--- config.mk ---
export PLATFORM = sky130hd
export DESIGN_NAME = hiLoRegs
export DESIGN_NICKNAME = d
export VERILOG_FILES = /design/src/logic/mulDivPkg.sv /design/src/logic/hiLoRegs.sv
export SDC_FILE = /design/constraint.sdc
export NUM_CORES = 1
export LEC_CHECK = 0
export BUFFER_PORTS_ARGS = -buffer_cell sky130_fd_sc_hd__buf_2
export CORE_MARGIN = 4
export CORE_UTILIZATION = 35
export CTS_CLUSTER_SIZE = 40
export DETAILED_ROUTE_END_ITERATION = 6
export PLACE_DENSITY = 0.68
export SYNTH_ARGS = -nofsm -noshare
export SYNTH_HDL_FRONTEND = slang
export SYNTH_SLANG_ARGS = --single-unit
--- constraint.sdc ---
create_clock -name clk -period 3.45 [get_ports clk]
set_input_delay 0.69 -clock clk [delete_from_list [all_inputs] [get_ports clk]]
set_output_delay 0.69 -clock clk [all_outputs]
set_load 0.02 [all_outputs]
--- src/logic/mulDivPkg.sv ---
package mulDivPkg;

    // Width of the latency counter and of the latency parameters.
    localparam int LAT_WIDTH = 5;

    // Signedness is carried separately so each operation has one code.
    typedef enum logic [3:0] {
        MD_NOP  = 4'd0,
        MD_MULT = 4'd1,
        MD_DIV  = 4'd2,
        MD_MADD = 4'd3,
        MD_MSUB = 4'd4,
        MD_MTHI = 4'd5,
        MD_MTLO = 4'd6,
        MD_MFHI = 4'd7,
        MD_MFLO = 4'd8
    } mdOp;

    typedef struct packed {
        mdOp op;
        logic isUnsigned;    // Set for the U forms only.
    } mdCmd;

    typedef struct packed {
        logic writeHi;
        logic writeLo;
        logic [31:0] hi;
        logic [31:0] lo;
    } hiLoWrite;

    // Operations that occupy the unit for a latency period.
    function automatic logic isLongOp(input mdOp op);
        return (op == MD_MULT) || (op == MD_DIV) || (op == MD_MADD) || (op == MD_MSUB);
    endfunction

endpackage

--- src/logic/hiLoRegs.sv ---
`timescale 1ns/1ps

module hiLoRegs (
    input logic clk,
    input logic reset,
    input mulDivPkg::hiLoWrite wr,
    input mulDivPkg::mdCmd cmd,
    input logic busy,
    output logic [63:0] hiLo,
    output logic [31:0] out
);
    import mulDivPkg::*;

    logic [31:0] hi;
    logic [31:0] lo;

    always_ff @(posedge clk) begin
        if (reset) begin
            hi <= '0;
            lo <= '0;
        end else begin
            if (wr.writeHi) begin
                hi <= wr.hi;
            end
            if (wr.writeLo) begin
                lo <= wr.lo;
            end
        end
    end

    assign hiLo = {hi, lo};

    // Reads are refused while a long operation is in flight.
    always_comb begin
        out = '0;
        if (!busy) begin
            case (cmd.op)
                MD_MFHI: out = hi;
                MD_MFLO: out = lo;
                default: out = '0;
            endcase
        end
    end

endmodule

Yosys cells after proc, flatten, opt, wreduce, memory -nomap -nowiden
Index checks and enable logic that the tools add are counted.
{"block": "word_totals", "register_bits": 64, "input_bits": 74, "output_inout_bits": 96, "elab_cells": 6}
{"block": "classes", "n_eq_ne": 2, "mux": 2}
{"op": "$pmux 32 s2", "n": 1}
{"op": "$mux 32", "n": 1}
{"op": "$eq 4x3->1 const B", "n": 1}
{"op": "$eq 4x4->1 const B", "n": 1}

Depth between registers and ports, before layout
{"block": "depth", "word_depth": 3, "depth_mapped": 4, "mapped_depth_nobuf": 3}

Worst setup path before layout
OpenSTA, ideal clock, no wires.
{"block": "synth_timing", "kind": "input port to output port", "start": "input cmd[3] (netlist bit)", "end": "output out[10]", "t_arrival_ns": 1.532, "required_ns": 2.760, "setup_slack_ns": 1.228, "path_stages": 4, "path_cell_list": "nand2b_1 > nor4_4 > buf_2 > a22o_1"}
{"block": "synth_between", "elab_chain_cells": 3, "word_cells_on_any_way": 4, "classes_between": "eq/ne (2); mux (2)"}
{"element": "start, declared", "line_no": "hiLoRegs.sv:7", "source": "input mulDivPkg::mdCmd cmd,"}
{"element": "$eq 4x4->1 or $eq 4x3->1 (tied branches)", "line_no": "hiLoRegs.sv:37", "source": "case (cmd.op)"}
{"element": "$pmux 32 s2 *", "line_no": "hiLoRegs.sv:37"}
{"element": "$mux 32 *", "line_no": "hiLoRegs.sv:36", "source": "if (!busy) begin"}
{"element": "end, declared", "line_no": "hiLoRegs.sv:10", "source": "output logic [31:0] out"}
Mark *: on every way between the ends. The rest lies on a longest branch, timed or not.

Worst setup path after layout
{"block": "layout_timing", "start": "input cmd[3] (netlist bit)", "end": "output out[26]"}
Same word-level chain as after synthesis.

==> impl_metrics.tcl <==
set metrics [dict create \
    status "finished clean" \
    synth_cell_types 12 \
    rsz0062_at_grt "no" \
    required_ps 2760 \
    power_density_nw_per_um2 463 \
    synth_seq_cells 64 \
    nFillCells 737 \
    routedWlPerCell_um 14.2 \
    cts_inserted_buffers 9 \
    portBuffers 168 \
    seq_area_um2 1280 \
    post-place-ws_ps 899 \
    multi_input_area_um2 1220 \
    grt_pass1_vias 2434 \
    wl_um 7230 \
    final_cell_mix "buf_2 (168), mux2i_1 (64), nor2_1 (64), dfxtp_1 (64), a22o_1 (32)" \
    coreArea_um2 7250 \
    drive_gt1_frac 0.454 \
    grt_antenna_before_repair 0 \
    hold_slack_ps 521 \
    postPlaceCellArea_um2 3480 \
    syn_area_per_cell_um2 10.5 \
    syn_nets 323 \
    yosysWarningCount 0 \
    postRouteAntennaNets 0 \
    drt_first_iter_violations 36 \
    cp_max_fo 32 \
    htreeDepth 3 \
    layout_commonest_cell "buf_2" \
    num_vias 2416 \
    route.detailed.drc 0 \
    clock_skew_ps 0 \
    die-area_um2 8920 \
    n_antenna_cell 0 \
    critPathLaunchType "primary input" \
    worst_pin_slew_ps 1130 \
    cts_root_buf "clkbuf_8" \
    layout_min_cycle_time_ps 2560 \
    worstSetupEndpointType "output pin" \
    clk_latency_ps 320 \
    cts.sinks 64 \
    yosysSeqAreaShare 0.490 \
    setup_ws_ps 886 \
    worstPathArrival_ps 1870 \
    syn_inst 249 \
    fin_nets 483 \
    grt_max_degree 65 \
    leakagePower_nw 2.03 \
    num_rows 31 \
    fmax_mhz 390 \
    io_pins 170 \
    fin_area_um2 3670 \
    dp_hpwl_um 5180 \
    clkTransAtPathRegs_ps 70 \
    reg2reg_slack_ps 2760 \
    die_x_um 94.4 \
    finalSetupViolCount 0 \
    totalPowerFinal_w 0.00170 \
    dieHeight_um 94.4 \
    synth_area_leaders "dfxtp_1 (49%), mux2i_1 (24%), a22o_1 (11%), nor2_1 (9.2%), buf_2 (2.1%)" \
    cts_hold_buf 0 \
    area_growth_pct 40.5 \
    hold_viol_final 0 \
    drt_pre_antenna_iters 4 \
    max-slew-margin-rel 0.246 \
    hold_path_class "reg2reg" \
    ir_drop_mv 0.227 \
    fin_crit_sh 0.743 \
    synth_top_area_cell "dfxtp_1" \
    worstSetupPathType "in2out" \
    synth_top_area_frac 0.490 \
    via_per_inst 4.73 \
    final_max_slew_viol_count 0 \
    grt_first_pass_wirelength_um 11300 \
    cts_buffer_depth 2 \
    cap_violations 0 \
    grt.overflow.total 0 \
    postCtsSetupBuffers 0 \
    initial_core_util 0.361 \
    ctsResizeCount 0 \
    gp_congestion 0.720 \
    cts_tree "built" \
    grt_use_total 0.158 \
    final.setup.tns_ps 0 \
    syn_area_um2 2620 \
]
## final timing paths
| check | startpoint | to | cells after the start |
|---|---|---|---|
| hold / removal | lo[19]$_SDFFE_PP0P_ | lo[19]$_SDFFE_PP0P_ | 2 |
| hold reg to reg | lo[19]$_SDFFE_PP0P_ | lo[19]$_SDFFE_PP0P_ | 2 |
| setup / recovery | cmd[3] | out[26] | 6 |
| setup reg to reg | hi[18]$_SDFFE_PP0P_ | hi[18]$_SDFFE_PP0P_ | 2 |
## cells by family after synthesis
kind of cell	after synthesis	synth area share
flops	64	0.490
simple gates	68	0.114
compound gates	32	0.107
mux	64	0.245
buf+inv	21	0.0440
## synthesized netlist by cell type
cell,instances
a22o_1,32
dfxtp_1,64
buf_2,11
buf_1,1
nor4b_4,1
nor2_1,64
nand2b_1,1
buf_6,3
clkbuf_1,6
nand2_2,1
mux2i_1,64
nor4_4,1
## state kept, by name, summed over array words and instances, names as in the netlist
| name | cells |
|---|---|
| hi | 32 |
| lo | 32 |
## where the power goes
part | internal (W) | switching (W)
Combinational | 0.000109 | 0.000149
Sequential | 0.000784 | 0.0000331
Clock | 0.000364 | 0.000261
Total | 0.00126 | 0.000442
## worst max-delay path: stages
cell	delay, ps
buf_2	100
nand2b_1	160
nor4_4	130
buf_4	400
a22o_1	220
buf_2	160
## per-stage QoR
stage	utilization	cells
after floorplan	-	249
after global placement	0.480	497
after detailed placement	0.480	497
after CTS	0.506	511
after global routing	0.506	511
final	0.506	511
## layout make-up
cell class	instances	area share
Sequential cell	64	0.349
Multi-Input combinational cell	164	0.332
Timing Repair Buffer	170	0.233
Clock buffer	11	0.0412
Tap cell	99	0.0337
Clock inverter	3	0.0116
## per-layer routing
layer,GRT usage,vias up,share of wire
met5,0,-,0
met4,0.0638,0,0.012
met3,0.0398,9,0.079
met2,0.280,97,0.50
met1,0.181,1123,0.41
li1,-,1187,-
Note: power is estimated with default switching activity, not from simulation.
