### config.mk
export PLATFORM = sky130hd
export DESIGN_NAME = mdDecode
export DESIGN_NICKNAME = d
export VERILOG_FILES = /design/src/logic/mipsInstrPkg.sv /design/src/logic/mulDivPkg.sv /design/src/logic/mdDecode.sv
export SDC_FILE = /design/constraint.sdc
export NUM_CORES = 1
export LEC_CHECK = 0
export CAP_MARGIN = 20
export CORE_AREA = 2 2 39 41
export DETAILED_ROUTE_END_ITERATION = 7
export DIE_AREA = 0 0 41 43
export DONT_BUFFER_PORTS = 1
export PLACE_DENSITY = 0.3
export RECOVER_POWER = 25
export SKIP_LAST_GASP = 1
export SYNTH_ARGS = -nofsm -noshare
export SYNTH_HDL_FRONTEND = slang
export SYNTH_SLANG_ARGS = --single-unit
export TNS_END_PERCENT = 50
### constraint.sdc
create_clock -name vclk -period 1.6
set_input_delay 0.4 -clock vclk [all_inputs]
set_output_delay 0.4 -clock vclk [all_outputs]
set_load 0.1 [all_outputs]
### src/logic/mipsInstrPkg.sv
package mipsInstrPkg;

    localparam int OPCODE_WIDTH = 6;
    localparam int REG_WIDTH = 5;
    localparam int FUNCT_WIDTH = 6;

    typedef logic [OPCODE_WIDTH-1:0] opcodeField;
    typedef logic [REG_WIDTH-1:0] regField;
    typedef logic [FUNCT_WIDTH-1:0] functField;

    // Primary opcodes that carry the multiply/divide group.
    localparam opcodeField OPC_SPECIAL = 6'b000000;
    localparam opcodeField OPC_SPECIAL2 = 6'b011100;

    // Function codes under SPECIAL.
    localparam functField FN_MFHI = 6'h10;
    localparam functField FN_MTHI = 6'h11;
    localparam functField FN_MFLO = 6'h12;
    localparam functField FN_MTLO = 6'h13;
    localparam functField FN_MULT = 6'h18;
    localparam functField FN_MULTU = 6'h19;
    localparam functField FN_DIV = 6'h1a;
    localparam functField FN_DIVU = 6'h1b;

    // Function codes under SPECIAL2.
    localparam functField FN_MADD = 6'h00;
    localparam functField FN_MADDU = 6'h01;
    localparam functField FN_MSUB = 6'h04;
    localparam functField FN_MSUBU = 6'h05;

    // R-type layout, most significant field first.
    typedef struct packed {
        opcodeField opcode;    // Bits 31 to 26.
        regField rs;           // Bits 25 to 21.
        regField rt;           // Bits 20 to 16.
        regField rd;           // Bits 15 to 11.
        regField shamt;        // Bits 10 to 6.
        functField funct;      // Bits 5 to 0.
    } instrWord;

endpackage

### src/logic/mulDivPkg.sv
package mulDivPkg;

    // Width of the latency counter and of the latency parameters.
    localparam int LAT_WIDTH = 5;

    // Signedness is carried separately so each operation has one code.
    typedef enum logic [3:0] {
        MD_NOP  = 4'd0,
        MD_MULT = 4'd1,
        MD_DIV  = 4'd2,
        MD_MADD = 4'd3,
        MD_MSUB = 4'd4,
        MD_MTHI = 4'd5,
        MD_MTLO = 4'd6,
        MD_MFHI = 4'd7,
        MD_MFLO = 4'd8
    } mdOp;

    typedef struct packed {
        mdOp op;
        logic isUnsigned;    // Set for the U forms only.
    } mdCmd;

    typedef struct packed {
        logic writeHi;
        logic writeLo;
        logic [31:0] hi;
        logic [31:0] lo;
    } hiLoWrite;

    // Operations that occupy the unit for a latency period.
    function automatic logic isLongOp(input mdOp op);
        return (op == MD_MULT) || (op == MD_DIV) || (op == MD_MADD) || (op == MD_MSUB);
    endfunction

endpackage

### src/logic/mdDecode.sv
`timescale 1ns/1ps

module mdDecode (
    input mipsInstrPkg::instrWord instr,
    output mulDivPkg::mdCmd cmd
);
    import mipsInstrPkg::*;
    import mulDivPkg::*;

    always_comb begin
        cmd.op = MD_NOP;
        cmd.isUnsigned = 1'b0;
        case (instr.opcode)
            OPC_SPECIAL: begin
                case (instr.funct)
                    FN_MULT: begin
                        cmd.op = MD_MULT;
                    end
                    FN_MULTU: begin
                        cmd.op = MD_MULT;
                        cmd.isUnsigned = 1'b1;
                    end
                    FN_DIV: begin
                        cmd.op = MD_DIV;
                    end
                    FN_DIVU: begin
                        cmd.op = MD_DIV;
                        cmd.isUnsigned = 1'b1;
                    end
                    FN_MTHI: begin
                        cmd.op = MD_MTHI;
                    end
                    FN_MTLO: begin
                        cmd.op = MD_MTLO;
                    end
                    FN_MFHI: begin
                        cmd.op = MD_MFHI;
                    end
                    FN_MFLO: begin
                        cmd.op = MD_MFLO;
                    end
                    default: begin
                        cmd.op = MD_NOP;    // Other SPECIAL words belong to the ALU.
                    end
                endcase
            end
            OPC_SPECIAL2: begin
                case (instr.funct)
                    FN_MADD: begin
                        cmd.op = MD_MADD;
                    end
                    FN_MADDU: begin
                        cmd.op = MD_MADD;
                        cmd.isUnsigned = 1'b1;
                    end
                    FN_MSUB: begin
                        cmd.op = MD_MSUB;
                    end
                    FN_MSUBU: begin
                        cmd.op = MD_MSUB;
                        cmd.isUnsigned = 1'b1;
                    end
                    default: begin
                        cmd.op = MD_NOP;
                    end
                endcase
            end
            default: begin
                cmd.op = MD_NOP;
            end
        endcase
    end

endmodule

# --- After elaboration in Yosys (flattened, before gate mapping) ---
# Index checks and enable logic that the tools add are counted.
# Widths: inputs -> output; s select.
op_classes:
  n_addsub: 0
  mul: 0
  div: 0
  order_cmp: 0
  n_eq_ne: 12
  n_shift: 0
  mux: 6
  n_bitwise: 0
  n_reduce_logical: 8
op_table:
  columns: ["cell", "count"]
  rows:
  - ["$eq 6x5->1 const B", 9]
  - ["$pmux 4 s6", 1]
  - ["$eq 6x3->1 const B", 2]
  - ["$logic_not 6->1", 2]
  - ["$reduce_or 2->1", 6]
  - ["$pmux 4 s2", 1]
  - ["$eq 6x1->1 const B", 1]
  - ["$pmux 3 s2", 1]
  - ["$mux 1", 2]
  - ["$pmux 1 s2", 1]
word_totals:
  reg_bits: 0
  latch_bits: 0
  ram_bits: 0
  rom_bits: 0
  input_bits: 32
  output_inout_bits: 5
  word_cells: 26
  mem_count: 0

# --- Longest topological paths before layout ---
depth:
  word_depth: 4
  depth_mapped: 3

# --- Worst setup path after synthesis ---
# No wires, ideal clock.
synth_timing:
  path_kind: "input to output"
  start: "in instr[5] in the netlist's numbering"
  end: "out cmd[0] in the netlist's numbering"
  arrival_ns: 3.193
  setup_slack_ns: -1.993
  cell_stages: 2
  path_buffers: 0
  path_cell_list: "or4_4 a211oi_1"
synth_rtl:
  columns: ["item", "line_no", "rtl"]
  rows:
  - ["start: declaration", "mdDecode.sv:4", "input mipsInstrPkg::instrWord instr,"]
  - ["end: declaration", "mdDecode.sv:5", "output mulDivPkg::mdCmd cmd"]

==> out/qor.yml <==
run_status:
  outcome: "finished, violations left"
  violations: "setup timing"
logic_synthesis:
  synth_seq_area_share_pct: 0
  yosysWarnings: 0
  yosys.area.top_type: "nor4_4"
  avgSynthCellArea_sq_um: 7.88
  synth_area_sq_um: 158
  netlist.area_leader.share_pct: 13.5
  synth_fp_nets: 52
  synthTopCellsByArea: "nor4_4 (13%), nand4b_1 (11%), a21oi_1 (9.5%), nor4b_2 (9.5%), nor4_2 (7.9%)"
  synth_cell_type_count: 16
  synth_cells: 20
timing:
  min_period_over_period_pct: 119
  rsz0062_at_grt: "true"
  fmax_mhz: 525
  timing.final.crit_period_ns: 1.90
  worst_pin_slew_ns: 0.340
  final_max_slew_viol_count: 0
  setup_viol: 5
  hold_viol: 0
  maxSlewHeadroom_pct: 77.1
  timing.final.ws_setup_ns: -0.305
global_route:
  grt_max_degree: 7
  grt_pass1_vias: 218
  grt_pass1_wl_um: 903
  gr-usage-all-layers_pct: 6.89
  antenna_found_initial: 0
  grt-ovfl-total: 0
final_layout:
  regArea_sq_um: 0
  final_util_pct: 24.6
  drive_gt1_share_pct: 55.6
  seq_cell_count: 0
  antenna_cells: 0
  layout.nets: 61
  area_growth_pct: 116
  filler_cell_count: 151
  multi_input_area_sq_um: 201
  final_common_cell: "buf_12"
  clkbuf_count: 0
  fin_cells: 43
critical_path:
  cp_num_buf_inv: 1
  critical_path.endpoint_type: "output pin"
  cp_slowest_stage_delay_ns: 0.56
  cp_top_family: "simple AND/OR/NAND/NOR gates"
  arrival_ns: 1.50
  critPathSlowestCell: "or4_4"
  worst_setup_path_start_kind: "primary input"
  critPathRequiredTime_ns: 1.20
  setup.worst_path.class: "primary input to output pin"
  crit_path_max_fanout: 3
  path_cells: "or4_4 -> nor4_4 -> buf_12"
floorplanning:
  die_area_sq_um: 1760
  initial_utilization_pct: 11.4
  fp.dieW_um: 41
  row_count: 14
  core_area_sq_um: 1380
  io-pin-count: 37
  chipHeight_um: 43
power:
  comb_power_share_pct: 100.0
  swShare_pct: 49.6
  clock_power_share_pct: 0
  power.internal_mw: 0.0101
  p_sw_mw: 0.00998
  powerDensity_nw_per_um2: 59.1
  p_leak_nw: 0.0796
  ir_worst_vdd_v: 0.0000156
  p_total_mw: 0.0201
  p_seq_share_pct: 0
worst_hold_path:
  hp-start: "instr[3]"
  min_to: "cmd[4]"
  holdPathStages: 2
  worstHoldPathType: "primary input to output pin"
route:
  ant_nets: 0
  wire_per_inst_um: 12.7
  firstDrtPassIters: 3
  via_per_inst: 4.72
  dr_total_vias: 203
  drt_iter0_drc: 1
  drc: 0
  wirelength_um: 548
placement:
  placed_cells: 43
  dpl.hpwl_um: 462
  io_buffer_count: 0
  gp_congestion: 0.669
  dp_slack_ns: -0.312
cts:
  cts_hold_buf: 0
flow_run:
  max-cap-violations: 0
==> layout make-up <==
cell class         count  area share, %
inverters              1           1.10
multi-input cells     19           59.2
well taps             16           5.88
repair buffers         7           33.8
==> logic make-up (layout without fill, tap and decap cells) <==
group | Yosys count | after routing | synth area share [%]
and+or+nand+nor | 13 | 13 | 73.8
AOI/OAI and AO/OA | 6 | 6 | 23.8
buffers and inverters | 1 | 8 | 2.38
==> power by group through the flow <==
stage	combinational, mW	sequential (mW)	clock, mW
after floorplan	0.0155	0	0
after global placement	0.0193	0	0
after detailed placement	0.0193	0	0
after CTS	0.0198	0	0
after global routing	0.0220	0	0
final	0.0201	0	0
==> metal layers <==
metal	share of wire, %	wire, um	track usage (%)
met2	48	263	10.6
met3	11	60	1.05
met1	41	224	10.4
met5	0	0	0
met4	0	0	0
==> worst max-delay path by stage <==
stage	startpoint	end	slack, ns	cells after the start
floorplan	instr[5]	cmd[4]	-0.90	2
global placement	instr[5]	cmd[4]	-0.31	3
detailed placement	instr[5]	cmd[4]	-0.31	3
CTS	instr[5]	cmd[4]	-0.31	3
global route	instr[5]	cmd[4]	-0.34	3
finish	instr[5]	cmd[4]	-0.30	3
==> per-stage QoR <==
step	hold WS (ns)	cell area [sq um]	TNS [ns]
global route	0.990	340	-1.62
floorplan	0.915	190	-3.49
finish	0.986	340	-1.41
global placement	0.986	325	-1.46
CTS	0.986	333	-1.46
detailed placement	0.986	325	-1.46
==> timing repair <==
action	in CTS	in global routing
setup buffers	0	0
gates cloned	0	0
resized for setup	1	1
endpoints found under the setup margin	5	5
==> Yosys cell counts <==
library cell and count:
o21a_1 1, nor4b_2 1, nand3b_1 1, nand2_1 1, nor4_4 1, a21oi_1 3
a211oi_1 1, nand4_1 1, nand2b_1 1, o211ai_1 1, nor4_2 1, nand4b_1 2
inv_1 1, or4_4 1, nor3_1 1, nand3_1 2
(Power assumes the default switching activity.)
